==> src/verilog/alu_consts.svh <==
`ifndef ALU_CONSTS_SVH
`define ALU_CONSTS_SVH

//////////////////////////////////////////////////////////////////////
// Execution stage widths, fixed by RV32I

// Data word
`define ALU_XLEN 32

// Program counter
`define ALU_PC_W 32

// Register file index, x0..x31
`define ALU_RFIDX_W 5

// Shift amount taken from the low bits of op2
`define ALU_SHAMT_W 5

`define ALU_INSTR_BYTES 4 // Link increment, no compressed instructions

`endif

==> src/verilog/alu_pkg.sv <==
`include "alu_consts.svh"

package alu_pkg;

  //////////////////////////////////////////////////////////////////////
  // Opcodes and instruction groups

  typedef enum logic [4:0] {
    ADD, SUB, XOR, SLL, SRL, SRA, OR, AND, SLT, SLTU, LUI, // Regular ALU
    BEQ, BNE, BLT, BGE, BLTU, BGEU, JAL                    // Branch and jump
  } alu_opc_e;

  typedef enum logic [1:0] {
    GRP_ALU,
    GRP_BJP,
    GRP_EXCP // Fetch exception, no compute
  } alu_grp_e;

  //////////////////////////////////////////////////////////////////////
  // Packets between the stages

  // Decoded instruction from issue
  typedef struct packed {
    alu_opc_e                 opc;
    logic [`ALU_XLEN-1:0]     rs1;
    logic [`ALU_XLEN-1:0]     rs2;
    logic [`ALU_XLEN-1:0]     imm;
    logic [`ALU_PC_W-1:0]     pc;
    logic [`ALU_RFIDX_W-1:0]  rdidx;
    logic                     rdwen;
    logic                     use_imm;     // op2 from imm instead of rs2
    logic                     bjp_prdt;    // Predicted taken
    logic                     ifu_ilegl;
    logic                     ifu_buserr;
    logic                     ifu_misalgn;
  } alu_issue_t;

  // Request held in front of the shared datapath
  typedef struct packed {
    alu_grp_e                 grp;
    alu_opc_e                 opc;
    logic [`ALU_XLEN-1:0]     op1;
    logic [`ALU_XLEN-1:0]     op2;
    logic [`ALU_XLEN-1:0]     cmp_a;       // Branch compare operands
    logic [`ALU_XLEN-1:0]     cmp_b;
    logic [`ALU_PC_W-1:0]     pc;
    logic [`ALU_RFIDX_W-1:0]  rdidx;
    logic                     rdwen;
    logic                     bjp_prdt;
    logic                     ifu_ilegl;
    logic                     ifu_buserr;
    logic                     ifu_misalgn;
  } alu_req_t;

  typedef struct packed {
    logic [`ALU_XLEN-1:0]     wdat;
    logic                     cmp_res;
  } alu_res_t;

  typedef struct packed {
    logic                     valid;
    logic [`ALU_RFIDX_W-1:0]  rdidx;
    logic [`ALU_XLEN-1:0]     wdat;
  } alu_wbck_t;

  typedef struct packed {
    logic                     valid;
    logic [`ALU_PC_W-1:0]     pc;
    logic                     bjp;
    logic                     bjp_prdt;
    logic                     bjp_rslv;    // Resolved taken
    logic                     err;
    logic                     ifu_ilegl;
    logic                     ifu_buserr;
    logic                     ifu_misalgn;
  } alu_cmt_t;

endpackage

==> src/verilog/alu_dispatch.sv <==
`timescale 1ns/1ps

`include "alu_consts.svh"

module alu_dispatch (
  input  logic                clk,
  input  logic                i_rst_n,
  input  logic                i_valid,
  input  alu_pkg::alu_issue_t i_issue,
  output logic                o_req_valid,
  output alu_pkg::alu_req_t   o_req
);

  logic              excp_op;
  logic              bjp_opc;
  alu_pkg::alu_req_t req_nxt;

  //////////////////////////////////////////////////////////////////////
  // Classify

  // Any fetch exception overrides the opcode
  assign excp_op = i_issue.ifu_ilegl | i_issue.ifu_buserr | i_issue.ifu_misalgn;

  always_comb begin
    case (i_issue.opc)
      alu_pkg::BEQ,
      alu_pkg::BNE,
      alu_pkg::BLT,
      alu_pkg::BGE,
      alu_pkg::BLTU,
      alu_pkg::BGEU,
      alu_pkg::JAL: bjp_opc = 1'b1;
      default:      bjp_opc = 1'b0;
    endcase
  end

  //////////////////////////////////////////////////////////////////////
  // Operand select

  always_comb begin
    req_nxt = '0; // Unused operands stay zero

    if (excp_op) begin
      req_nxt.grp = alu_pkg::GRP_EXCP;
    end else if (bjp_opc) begin
      req_nxt.grp = alu_pkg::GRP_BJP;
    end else begin
      req_nxt.grp = alu_pkg::GRP_ALU;
    end

    req_nxt.opc         = i_issue.opc;
    req_nxt.pc          = i_issue.pc;
    req_nxt.rdidx       = i_issue.rdidx;
    req_nxt.rdwen       = i_issue.rdwen;
    req_nxt.bjp_prdt    = i_issue.bjp_prdt;
    req_nxt.ifu_ilegl   = i_issue.ifu_ilegl;
    req_nxt.ifu_buserr  = i_issue.ifu_buserr;
    req_nxt.ifu_misalgn = i_issue.ifu_misalgn;

    case (req_nxt.grp)
      alu_pkg::GRP_ALU: begin
        req_nxt.op1 = i_issue.rs1;
        req_nxt.op2 = i_issue.use_imm ? i_issue.imm : i_issue.rs2;
      end
      alu_pkg::GRP_BJP: begin
        // Adder forms the link value pc + 4
        req_nxt.op1   = i_issue.pc;
        req_nxt.op2   = `ALU_XLEN'(`ALU_INSTR_BYTES);
        req_nxt.cmp_a = i_issue.rs1;
        req_nxt.cmp_b = i_issue.rs2;
      end
      default: ;
    endcase
  end

  //////////////////////////////////////////////////////////////////////
  // Request register

  always_ff @(posedge clk or negedge i_rst_n) begin
    if (!i_rst_n) begin
      o_req_valid <= 1'b0;
    end else begin
      o_req_valid <= i_valid;
    end
  end

  always_ff @(posedge clk) begin
    if (i_valid) begin
      o_req <= req_nxt;
    end
  end

  // Issued opcode is one of the defined encodings
  a_opc_legal: assert property (@(posedge clk) disable iff (!i_rst_n)
    i_valid |-> (i_issue.opc <= alu_pkg::JAL));

endmodule

==> src/verilog/alu_dpath.sv <==
`timescale 1ns/1ps

`include "alu_consts.svh"

module alu_dpath (
  input  alu_pkg::alu_req_t i_req,
  output alu_pkg::alu_res_t o_res
);

  logic                    is_sub;
  logic                    sign_ext;
  logic [`ALU_XLEN:0]      add_a;
  logic [`ALU_XLEN:0]      add_b;
  logic [`ALU_XLEN:0]      add_res;
  logic [`ALU_SHAMT_W-1:0] shamt;
  logic [`ALU_XLEN-1:0]    sh_in;
  logic [`ALU_XLEN:0]      sh_ext;
  logic [`ALU_XLEN-1:0]    sh_res;
  logic                    cmp_eq;
  logic                    cmp_lt;
  logic                    cmp_ltu;

  function automatic logic [`ALU_XLEN-1:0] bit_rev(input logic [`ALU_XLEN-1:0] din);
    logic [`ALU_XLEN-1:0] dout;
    for (int i = 0; i < `ALU_XLEN; i++) begin
      dout[i] = din[`ALU_XLEN-1-i];
    end
    return dout;
  endfunction

  //////////////////////////////////////////////////////////////////////
  // Shared adder, 33 bits so bit 32 is the less-than flag

  assign is_sub   = (i_req.opc == alu_pkg::SUB) | (i_req.opc == alu_pkg::SLT)
                  | (i_req.opc == alu_pkg::SLTU);
  assign sign_ext = (i_req.opc == alu_pkg::SLT);

  assign add_a   = {sign_ext & i_req.op1[`ALU_XLEN-1], i_req.op1};
  assign add_b   = {sign_ext & i_req.op2[`ALU_XLEN-1], i_req.op2};
  assign add_res = add_a + (add_b ^ {(`ALU_XLEN+1){is_sub}})
                 + {{`ALU_XLEN{1'b0}}, is_sub}; // Two's complement subtract

  //////////////////////////////////////////////////////////////////////
  // Shared shifter, left shift done by reversing around a right shift

  assign shamt  = i_req.op2[`ALU_SHAMT_W-1:0];
  assign sh_in  = (i_req.opc == alu_pkg::SLL) ? bit_rev(i_req.op1) : i_req.op1;
  assign sh_ext = $signed({(i_req.opc == alu_pkg::SRA) & i_req.op1[`ALU_XLEN-1], sh_in})
                >>> shamt;
  assign sh_res = sh_ext[`ALU_XLEN-1:0];

  // Branch comparator
  assign cmp_eq  = (i_req.cmp_a == i_req.cmp_b);
  assign cmp_ltu = (i_req.cmp_a < i_req.cmp_b);
  assign cmp_lt  = ($signed(i_req.cmp_a) < $signed(i_req.cmp_b));

  //////////////////////////////////////////////////////////////////////
  // Result select

  always_comb begin
    o_res = '0;
    case (i_req.grp)
      alu_pkg::GRP_ALU: begin
        case (i_req.opc)
          alu_pkg::ADD,
          alu_pkg::SUB:  o_res.wdat = add_res[`ALU_XLEN-1:0];
          alu_pkg::XOR:  o_res.wdat = i_req.op1 ^ i_req.op2;
          alu_pkg::SLL:  o_res.wdat = bit_rev(sh_res);
          alu_pkg::SRL,
          alu_pkg::SRA:  o_res.wdat = sh_res;
          alu_pkg::OR:   o_res.wdat = i_req.op1 | i_req.op2;
          alu_pkg::AND:  o_res.wdat = i_req.op1 & i_req.op2;
          alu_pkg::SLT,
          alu_pkg::SLTU: o_res.wdat = {{(`ALU_XLEN-1){1'b0}}, add_res[`ALU_XLEN]};
          alu_pkg::LUI:  o_res.wdat = i_req.op2; // Immediate already shifted
          default:       o_res.wdat = '0;
        endcase
      end
      alu_pkg::GRP_BJP: begin
        o_res.wdat = add_res[`ALU_XLEN-1:0]; // Link value
        case (i_req.opc)
          alu_pkg::BEQ:  o_res.cmp_res = cmp_eq;
          alu_pkg::BNE:  o_res.cmp_res = ~cmp_eq;
          alu_pkg::BLT:  o_res.cmp_res = cmp_lt;
          alu_pkg::BGE:  o_res.cmp_res = ~cmp_lt;
          alu_pkg::BLTU: o_res.cmp_res = cmp_ltu;
          alu_pkg::BGEU: o_res.cmp_res = ~cmp_ltu;
          alu_pkg::JAL:  o_res.cmp_res = 1'b1;
          default:       o_res.cmp_res = 1'b0;
        endcase
      end
      default: ;
    endcase
  end

endmodule

==> src/verilog/alu_exec_top.sv <==
`timescale 1ns/1ps

module alu_exec_top (
  input  logic                clk,
  input  logic                i_rst_n,
  input  logic                i_valid,
  input  alu_pkg::alu_issue_t i_issue,
  output alu_pkg::alu_wbck_t  o_wbck,
  output alu_pkg::alu_cmt_t   o_cmt
);

  logic              req_valid;
  alu_pkg::alu_req_t req;
  alu_pkg::alu_res_t res;

  //////////////////////////////////////////////////////////////////////
  // Dispatch, one cycle

  alu_dispatch u_alu_dispatch (
    .clk         (clk),
    .i_rst_n     (i_rst_n),
    .i_valid     (i_valid),
    .i_issue     (i_issue),
    .o_req_valid (req_valid),
    .o_req       (req)
  );

  // Shared datapath, combinational
  alu_dpath u_alu_dpath (
    .i_req (req),
    .o_res (res)
  );

  //////////////////////////////////////////////////////////////////////
  // Write-back and commit, one cycle

  alu_wbck_stage u_alu_wbck_stage (
    .clk         (clk),
    .i_rst_n     (i_rst_n),
    .i_req_valid (req_valid),
    .i_req       (req),
    .i_res       (res),
    .o_wbck      (o_wbck),
    .o_cmt       (o_cmt)
  );

endmodule

==> src/verilog/alu_wbck_stage.sv <==
`timescale 1ns/1ps

module alu_wbck_stage (
  input  logic               clk,
  input  logic               i_rst_n,
  input  logic               i_req_valid,
  input  alu_pkg::alu_req_t  i_req,
  input  alu_pkg::alu_res_t  i_res,
  output alu_pkg::alu_wbck_t o_wbck,
  output alu_pkg::alu_cmt_t  o_cmt
);

  logic               err;
  logic               is_bjp;
  logic               need_wbck;
  logic               out_vld_r;
  alu_pkg::alu_wbck_t wbck_nxt;
  alu_pkg::alu_wbck_t wbck_r;
  alu_pkg::alu_cmt_t  cmt_nxt;
  alu_pkg::alu_cmt_t  cmt_r;

  //////////////////////////////////////////////////////////////////////
  // Packet build

  assign err    = (i_req.grp == alu_pkg::GRP_EXCP);
  assign is_bjp = (i_req.grp == alu_pkg::GRP_BJP);

  // Only a clean instruction with rd enabled writes the register file
  assign need_wbck = i_req.rdwen & ~err;

  always_comb begin
    wbck_nxt       = '0;
    wbck_nxt.valid = need_wbck;
    wbck_nxt.rdidx = i_req.rdidx;
    wbck_nxt.wdat  = i_res.wdat;
  end

  always_comb begin
    cmt_nxt             = '0;
    cmt_nxt.valid       = i_req_valid;
    cmt_nxt.pc          = i_req.pc;
    cmt_nxt.bjp         = is_bjp;
    cmt_nxt.bjp_prdt    = is_bjp & i_req.bjp_prdt;
    cmt_nxt.bjp_rslv    = is_bjp & i_res.cmp_res;
    cmt_nxt.err         = err;
    cmt_nxt.ifu_ilegl   = i_req.ifu_ilegl;   // Echoed for the trap logic
    cmt_nxt.ifu_buserr  = i_req.ifu_buserr;
    cmt_nxt.ifu_misalgn = i_req.ifu_misalgn;
  end

  //////////////////////////////////////////////////////////////////////
  // Output registers

  always_ff @(posedge clk or negedge i_rst_n) begin
    if (!i_rst_n) begin
      out_vld_r <= 1'b0;
    end else begin
      out_vld_r <= i_req_valid;
    end
  end

  always_ff @(posedge clk) begin
    if (i_req_valid) begin
      wbck_r <= wbck_nxt;
      cmt_r  <= cmt_nxt;
    end
  end

  // Stored valid fields qualify the payload of the current slot
  always_comb begin
    o_wbck       = wbck_r;
    o_wbck.valid = out_vld_r & wbck_r.valid;
    o_cmt        = cmt_r;
    o_cmt.valid  = out_vld_r & cmt_r.valid;
  end

  // Write-back never goes out without its commit
  a_wbck_with_cmt: assert property (@(posedge clk) disable iff (!i_rst_n)
    o_wbck.valid |-> o_cmt.valid);

  // Errored commits keep the register file untouched
  a_err_no_wbck: assert property (@(posedge clk) disable iff (!i_rst_n)
    (o_cmt.valid && o_cmt.err) |-> !o_wbck.valid);

endmodule
==> config.mk <==
export PLATFORM = sky130hd
export DESIGN_NAME = alu_exec_top
export DESIGN_NICKNAME = d
export VERILOG_FILES = /design/src/verilog/alu_pkg.sv /design/src/verilog/alu_dispatch.sv /design/src/verilog/alu_dpath.sv /design/src/verilog/alu_exec_top.sv /design/src/verilog/alu_wbck_stage.sv
export VERILOG_INCLUDE_DIRS = /design/src /design/src/verilog
export SDC_FILE = /design/constraint.sdc
export NUM_CORES = 1
export LEC_CHECK = 0
export BUFFER_PORTS_ARGS = -buffer_cell sky130_fd_sc_hd__buf_2
export CORE_MARGIN = 10
export CORE_UTILIZATION = 55
export DETAILED_ROUTE_END_ITERATION = 12
export PLACE_DENSITY = 0.76
export SLEW_MARGIN = 10
export SYNTH_ARGS = -nofsm -noshare
export SYNTH_HDL_FRONTEND = slang
export SYNTH_HIERARCHICAL = 1
export SYNTH_SLANG_ARGS = --single-unit
==> constraint.sdc <==
create_clock -name clk -period 10.9 [get_ports clk]
set_input_delay 0 -clock clk [delete_from_list [all_inputs] [get_ports clk]]
set_output_delay 0 -clock clk [all_outputs]
set_load 0.01 [all_outputs]
==> results of run 1 <==
kinds of logic after synthesis:
family | Yosys count | share of synthesized area (%)
flip-flops | 256 | 44.0
AO/OA/AOI/OAI | 390 | 15.5
buffers and inverters | 241 | 6.58
adder cells (fa/ha/maj) | 128 | 9.22
multiplexers | 124 | 9.71
AND/OR/NAND/NOR | 429 | 11.9
XOR/XNOR | 61 | 3.06
per-stage QoR:
step	setup WS, ns	instance area, sq um
2_1_floorplan	6.86	17500
4_1_cts	5.86	21000
5_1_grt	5.44	21000
3_5_place_dp	5.91	18500
3_3_place_gp	5.99	18500
6_report	5.76	21000
critical path, delay by kind of cell (launching register included):
kind,cells,cell delay (ns)
AOI/OAI and AO/OA,6,2.80
adders and majority gates,1,0.49
buffers and inverters,1,0.16
DFF,1,0.74
muxes,1,0.29
and+or+nand+nor,3,0.51
layout by cell type (no fill, tap or decap), types with 23 or more instances in the layout:
cell,count
sky130_fd_sc_hd__inv_1,105
sky130_fd_sc_hd__buf_4,25
sky130_fd_sc_hd__nor2_1,96
sky130_fd_sc_hd__and3_1,67
sky130_fd_sc_hd__edfxtp_1,254
sky130_fd_sc_hd__dlygate4sd3_1,153
sky130_fd_sc_hd__nand3_1,23
sky130_fd_sc_hd__ha_1,127
sky130_fd_sc_hd__clkbuf_16,27
sky130_fd_sc_hd__nand2_1,158
sky130_fd_sc_hd__o21ai_0,55
sky130_fd_sc_hd__a21o_1,27
sky130_fd_sc_hd__mux2i_1,82
sky130_fd_sc_hd__xnor2_1,49
sky130_fd_sc_hd__mux4_2,34
sky130_fd_sc_hd__a22oi_1,26
sky130_fd_sc_hd__o211ai_1,26
sky130_fd_sc_hd__buf_2,223
sky130_fd_sc_hd__a21oi_1,89
state kept, by name, indices dropped and copies added (netlist names):
| name | cells |
|---|---|
| u_alu_dispatch/o_req | 177 |
| u_alu_wbck_stage/o_cmt | 39 |
| u_alu_wbck_stage/o_wbck | 37 |
| u_alu_dispatch/o_req_valid | 1 |
| u_alu_wbck_stage/out_vld_r | 1 |
| u_alu_wbck_stage/wbck_r | 1 |
cells in the mapped netlist (8+ instances only):
cell / instances
sky130_fd_sc_hd__edfxtp_1: 254
sky130_fd_sc_hd__nand2_1: 158
sky130_fd_sc_hd__ha_1: 127
sky130_fd_sc_hd__inv_1: 105
sky130_fd_sc_hd__nor2_1: 96
sky130_fd_sc_hd__a21oi_1: 89
sky130_fd_sc_hd__mux2i_1: 82
sky130_fd_sc_hd__and3_1: 67
sky130_fd_sc_hd__clkbuf_1: 63
sky130_fd_sc_hd__o21ai_0: 56
sky130_fd_sc_hd__xnor2_1: 49
sky130_fd_sc_hd__buf_4: 43
sky130_fd_sc_hd__mux4_2: 34
sky130_fd_sc_hd__a21o_1: 27
sky130_fd_sc_hd__a22oi_1: 26
sky130_fd_sc_hd__o211ai_1: 26
sky130_fd_sc_hd__nand3_1: 23
sky130_fd_sc_hd__a31oi_1: 22
sky130_fd_sc_hd__a221oi_1: 17
sky130_fd_sc_hd__nand2b_1: 17
sky130_fd_sc_hd__nor3_1: 14
sky130_fd_sc_hd__a211oi_1: 13
sky130_fd_sc_hd__a221o_1: 13
sky130_fd_sc_hd__nor2b_1: 12
sky130_fd_sc_hd__xor2_1: 12
sky130_fd_sc_hd__buf_2: 10
sky130_fd_sc_hd__nand4_1: 10
sky130_fd_sc_hd__o221ai_1: 9
sky130_fd_sc_hd__buf_1: 8
sky130_fd_sc_hd__o22ai_1: 8
per-layer routing:
layer	GRT usage (%)	wire (microns)	share of wire [%]	vias to the layer above
met3	6.99	6680	11	150
met1	39.9	23800	39	7366
met5	0	27	0.044	-
met4	12.2	2590	4.2	4
li1	-	-	-	6658
met2	47.9	28400	46	1074
area by class of cell:
cell class,count,area [sq um]
clock inverters,14,166
fillers,2269,10500
flip-flops and latches,256,7680
multi-input cells,1132,8660
clock buffers,35,716
well taps,402,503
inverters,105,394
diodes,7,17.5
repair buffers,402,2850
where the power goes:
part / switching, mW / internal, mW / leakage, nW
clock: 0.400 / 0.536 / 0.428
sequential: 0.0688 / 1.17 / 2.46
combinational: 0.408 / 0.294 / 5.95
worst max path at each step:
stage                                            end  slack [ns]  cells past startpoint
2_1_floorplan  u_alu_wbck_stage/o_wbck[18]$_DFFE_PP_        6.86                     15
4_1_cts         u_alu_wbck_stage/o_wbck[0]$_DFFE_PP_        5.86                     12
3_3_place_gp    u_alu_wbck_stage/o_wbck[0]$_DFFE_PP_        5.99                     12
5_1_grt         u_alu_wbck_stage/o_wbck[0]$_DFFE_PP_        5.44                     12
3_5_place_dp    u_alu_wbck_stage/o_wbck[0]$_DFFE_PP_        5.91                     12
6_report        u_alu_wbck_stage/o_wbck[0]$_DFFE_PP_        5.76                     12
==> Implementation_results.wiki, run 1 <==
{| class="wikitable"
! Metric !! Value
|-
| # hold bufs at CTS || 153
|-
| Die Area || 0.0393 sq mm
|-
| Startpoint of the most critical setup path || u_alu_dispatch/o_req[173]$_DFFE_PP_
|-
| TritonCTS clock tree || done
|-
| Category of the most critical setup path || flop to flop
|-
| Avg WL per Cell || 26.1 microns
|-
| Resized cells post-CTS || 0
|-
| Final net count || 2199
|-
| Element type at the critical path start || flop
|-
| Number of antenna violations at the first check in global routing || 5
|-
| Register area share after synthesis || 44.0%
|-
| Static Leakage || 8.84 nW
|-
| Setup violators final || 0
|-
| Final hold violation count || 0
|-
| Beginning of the worst hold path || i_issue[10]
|-
| Antenna Nets Post-Route || 0
|-
| Placeable core region || 0.0315 sq mm
|-
| Cell with the largest stage delay on the worst path || sky130_fd_sc_hd__o41ai_1
|-
| First-pass iteration count of the detailed router || 6
|-
| Post-Route Skew || 0.0352 ns
|-
| Share of cells above drive strength 1 || 18.3%
|-
| Cell depth of the worst hold path || 2
|-
| Final TNS setup || 0 ns
|-
| Number of enable-type register cells in the synthesized netlist || 254
|-
| Wire length of the first global-routing pass || 91900 microns
|-
| Hold Crit Endpoint || u_alu_dispatch/o_req[9]$_DFFE_PP_
|-
| Die X-Extent || 198 microns
|-
| Data arrival time at the worst-slack endpoint || 5.55 ns
|-
| Effective utilization at floorplan || 55.5%
|-
| Count of placed standard cells in the final layout, fillers left out || 2353
|-
| Violation count after the first detailed-routing iteration || 2100
|-
| Count of buffers inserted at the top-level ports || 224
|-
| Crit Reg-Reg Startpoint || u_alu_dispatch/o_req[173]$_DFFE_PP_
|-
| Power Total || 2.88 mW
|-
| Setup repair after global routing missed its margin || false
|-
| Depth of the CTS H-tree || 1
|-
| I/O pin count || 225
|-
| Largest net degree at the start of global routing || 114
|-
| FF-to-FF path depth || 12
|-
| Maximum VDD drop || 0.160 mV
|-
| Relative area change from synthesis to final layout || 20.2%
|-
| Yosys cell types || 90
|-
| Overflow after GRT || 0
|-
| Synthesized Nets || 1904
|-
| Maximum clock rate || 0.195 GHz
|-
| Avg Vias per Cell || 6.48
|-
| Data required, critical path || 11.30 ns
|-
| Crit path capture type || flop
|-
| Post-Synthesis Cells || 1629
|-
| Most common flop cell mapped by yosys || sky130_fd_sc_hd__edfxtp_1
|-
| Clock network latency to the later pin of the worst-skew pair || 0.58 ns
|-
| Placer's final routability congestion estimate || 0.969
|-
| Row Count || 65
|-
| Clk pin slew, worst setup/hold paths || 0.06 ns
|-
| Biggest cell delay along the critical path || 1.03 ns
|-
| Cts bufs inserted || 27
|-
| Final worst-path cycle share || 47.2%
|-
| Series of cell instances along the critical path || nor2_1, o41ai_1, inv_1, fa_1, nand2b_1, a21o_1, a211oi_1, o21ai_0, a21oi_1, nand4_1, mux2_2, a31oi_1
|-
| End-of-flow core utilization || 66.7%
|-
| Routed Wire Length || 61500 microns
|-
| Max_slew headroom || 20.9%
|-
| Cell area after synthesis || 0.0175 sq mm
|-
| P per Cell Area || 137 mW/mm^2
|-
| Synthesized area per cell || 10.7 sq um
|-
| Minimum period implied by the final worst setup slack || 5.14 ns
|-
| Type of the worst min-delay path || input pin to flop
|-
| Post-CTS Repair Setup Buffers || 0
|-
| Share of flip-flops with an asynchronous set or reset after synthesis || 0.781%
|-
| Residual DRC count || 0
|-
| Synthesis warning total || 6
|-
| Sinks on Clock Net || 256
|-
| Synthesis-stage register bit count || 256
|-
| Max cap viols || 0
|-
| Total track usage || 30.5%
|-
| Cell count after placement || 2144
|-
| R2R Path End || u_alu_wbck_stage/o_wbck[0]$_DFFE_PP_
|-
| Ranking of synthesized cells by area || sky130_fd_sc_hd__edfxtp_1, sky130_fd_sc_hd__ha_1, sky130_fd_sc_hd__mux2i_1
|-
| Total vias in the final route || 15300
|-
| Buffer type at the clock tree root || sky130_fd_sc_hd__clkbuf_16
|-
| Vertical die dimension || 198 microns
|-
| Worst R2R Setup Slack || 5.76 ns
|-
| Worst hold slack across all endpoints || 0.141 ns
|-
| Slew of the pin with the lowest slew margin || 1.17 ns
|-
| Post-synthesis cell type with the largest combined area || sky130_fd_sc_hd__edfxtp_1
|-
| Sum of net half-perimeters after detailed placement || 41400 microns
|-
| Number of max-slew violations in the final report || 0
|-
| Clock tree buffer depth || 3
|-
| Result of the run || finished clean
|-
| Area share of the leading cell type in the synthesized netlist || 43.7%
|-
| Maximum fanout count along the critical path || 16
|-
| Via count of the first global-routing pass || 14900
|}
Power figures use the tool's default switching activity.
==> run 2, diff against run 1 <==
- CORE_UTILIZATION: 55 -> 54
- PLACE_DENSITY: 0.76 -> 0.78
- clock period: 10.9 -> 4.5 ns (I/O delays scaled with it)
==> Implementation_results.wiki, run 2 (synthesized netlist as in run 1, its figures left out) <==
{| class="wikitable"
! Metric !! Value
|-
| Relative area change from synthesis to final layout || 21.0%
|-
| Total vias in the final route || 15400 (+0.98%)
|-
| Avg Vias per Cell || 6.50 (+0.26%)
|-
| Power Total || 7.03 mW (+140%)
|-
| Type of the worst min-delay path || input pin to flop
|-
| Number of max-slew violations in the final report || 0 (unchanged)
|-
| Category of the most critical setup path || flop to flop
|-
| Buffer type at the clock tree root || sky130_fd_sc_hd__clkbuf_16
|-
| Maximum clock rate || 0.238 GHz (+22%)
|-
| Sinks on Clock Net || 256 (unchanged)
|-
| Crit path capture type || flop
|-
| Cts bufs inserted || 28 (+3.7%)
|-
| Wire length of the first global-routing pass || 94200 microns (+2.5%)
|-
| Element type at the critical path start || flop
|-
| P per Cell Area || 333 mW/mm^2 (+140%)
|-
| Routed Wire Length || 63100 microns (+2.7%)
|-
| Final worst-path cycle share || 93.5% (+46 points)
|-
| Maximum fanout count along the critical path || 21 (+5)
|-
| Max_slew headroom || 17.0% (-3.9 points)
|-
| Post-Route Skew || 0.0403 ns (+0.00504 ns)
|-
| Die Area || 0.0399 sq mm (+1.7%)
|-
| Antenna Nets Post-Route || 0 (unchanged)
|-
| Number of antenna violations at the first check in global routing || 1 (-4)
|-
| Via count of the first global-routing pass || 15200 (+2.0%)
|-
| Minimum period implied by the final worst setup slack || 4.21 ns (-0.935 ns)
|-
| Depth of the CTS H-tree || 1 (unchanged)
|-
| Row Count || 65 (unchanged)
|-
| Overflow after GRT || 0 (unchanged)
|-
| Count of buffers inserted at the top-level ports || 224 (unchanged)
|-
| Placeable core region || 0.0317 sq mm (+0.78%)
|-
| Die X-Extent || 200 microns (+0.83%)
|-
| Clk pin slew, worst setup/hold paths || 0.07 ns (about the same)
|-
| Data arrival time at the worst-slack endpoint || 4.51 ns (-1.04 ns)
|-
| Setup violators final || 0 (unchanged)
|-
| Avg WL per Cell || 26.6 microns (+2.0%)
|-
| Sum of net half-perimeters after detailed placement || 42900 microns (+3.6%)
|-
| Data required, critical path || 4.81 ns (-6.49 ns)
|-
| Final hold violation count || 0 (unchanged)
|-
| Placer's final routability congestion estimate || 1.03 (+6.7%)
|-
| Result of the run || finished clean
|-
| Clock tree buffer depth || 3 (unchanged)
|-
| Max cap viols || 0 (unchanged)
|-
| Vertical die dimension || 200 microns (+0.83%)
|-
| Final TNS setup || 0 ns (unchanged)
|-
| Total track usage || 30.8% (+0.26 points)
|-
| First-pass iteration count of the detailed router || 6 (unchanged)
|-
| TritonCTS clock tree || done
|-
| Static Leakage || 8.95 nW (+1.2%)
|-
| Residual DRC count || 0 (unchanged)
|-
| Final net count || 2220 (+0.95%)
|-
| Largest register FFs || 177 (unchanged)
|-
| Clock network latency to the later pin of the worst-skew pair || 0.59 ns (about the same)
|-
| I/O pin count || 225 (unchanged)
|-
| Worst R2R Setup Slack || 0.29 ns (-5.47 ns)
|-
| Most frequent standard cell in the layout excluding fill and tap cells || sky130_fd_sc_hd__edfxtp_1
|-
| Share of cells above drive strength 1 || 19.1% (+0.85 points)
|-
| Maximum VDD drop || 0.372 mV (+130%)
|-
| Largest register by flop count || u_alu_dispatch/o_req
|-
| Largest net degree at the start of global routing || 112 (-1.8%)
|-
| Slew of the pin with the lowest slew margin || 1.21 ns (+0.0423 ns)
|-
| Leading cell types in the layout, fill and taps excluded || sky130_fd_sc_hd__edfxtp_1, sky130_fd_sc_hd__buf_2, sky130_fd_sc_hd__nand2_1, sky130_fd_sc_hd__dlygate4sd3_1, sky130_fd_sc_hd__ha_1
|-
| Violation count after the first detailed-routing iteration || 1982 (-5.6%)
|-
| Setup repair after global routing missed its margin || false
|-
| Layout filler cell count || 2303 (+1.5%)
|-
| Effective utilization at floorplan || 55.0% (-0.43 points)
|-
| Post-CTS Repair Setup Buffers || 0 (unchanged)
|}
[run 2: path summary, 6_finish.rpt]
check | from | to | depth (start not counted)
max reg2reg | u_alu_dispatch/o_req[171]$_DFFE_PP_ | u_alu_wbck_stage/o_wbck[18]$_DFFE_PP_ | 15
min in group asynchronous | i_rst_n | u_alu_dispatch/o_req_valid$_DFF_PN0_ | 3
max in group asynchronous | i_rst_n | u_alu_dispatch/o_req_valid$_DFF_PN0_ | 3
max | u_alu_dispatch/o_req[171]$_DFFE_PP_ | u_alu_wbck_stage/o_wbck[18]$_DFFE_PP_ | 15
min | i_valid | u_alu_dispatch/o_req[38]$_DFFE_PP_ | 1
min reg2reg | u_alu_dispatch/o_req[5]$_DFFE_PP_ | u_alu_wbck_stage/o_wbck[32]$_DFFE_PP_ | 0
[run 2: report_power, final]
| group | internal [mW] | switching (mW) |
|---|---|---|
| registers | 2.84 | 0.158 |
| logic | 0.727 | 1.02 |
| clock network | 1.27 | 1.02 |
[run 2: routing by layer]
metal  wire (microns)  GRT usage, %  share of wire (%)
met2            29200          49.3                 46
met1            25000          41.1                 40
met5                0             0                  0
met4             2290          10.7                3.6
met3             6600          5.78                 10
[run 2: what timing repair did]
item / 4_1_cts / 5_1_grt
resized for setup: 0 / 0
hold buffers: 150 / 0
hold endpoints to repair: 177 / 0
[run 2: cell type report]
cell class              instances  area, sq um  area share, %
multi-input cells            1132         8650           41.0
flip-flops and latches        256         7680           36.4
repair buffers                422         3000           14.2
clock buffers                  37          734           3.48
well taps                     402          503           2.38
inverters                     105          394           1.87
clock inverters                15          148          0.699
diodes                          1         2.50         0.0118
[run 2: critical path: stages (launching register included)]
cell                       delay (ns)
sky130_fd_sc_hd__edfxtp_1        0.54
sky130_fd_sc_hd__or2_2           0.41
sky130_fd_sc_hd__nor3_2          0.19
sky130_fd_sc_hd__buf_12          0.23
sky130_fd_sc_hd__xnor2_1         0.18
sky130_fd_sc_hd__inv_1           0.09
sky130_fd_sc_hd__fa_1            0.40
sky130_fd_sc_hd__nand2b_1        0.18
sky130_fd_sc_hd__a21o_1          0.20
sky130_fd_sc_hd__a211oi_1        0.22
sky130_fd_sc_hd__buf_4           0.18
sky130_fd_sc_hd__o211ai_1        0.12
sky130_fd_sc_hd__a211oi_1        0.39
sky130_fd_sc_hd__a21oi_1         0.15
sky130_fd_sc_hd__xnor2_1         0.15
sky130_fd_sc_hd__a221o_1         0.29
[run 2: metrics by stage]
stage | hold WS, ns | util, % | worst slack, ns | std cells | cell area (sq um)
6_report | 0.0488 | 66.6 | 0.295 | 2370 | 21100
5_1_grt | 0.0680 | 66.6 | 0.0795 | 2370 | 21100
4_1_cts | 0.0133 | 66.6 | 0.387 | 2369 | 21100
3_5_place_dp | -0.205 | 59.1 | 0.424 | 2167 | 18700
3_3_place_gp | -0.214 | 59.1 | 0.468 | 2167 | 18700
2_1_floorplan | -0.296 | - | 0.459 | 1629 | 17500
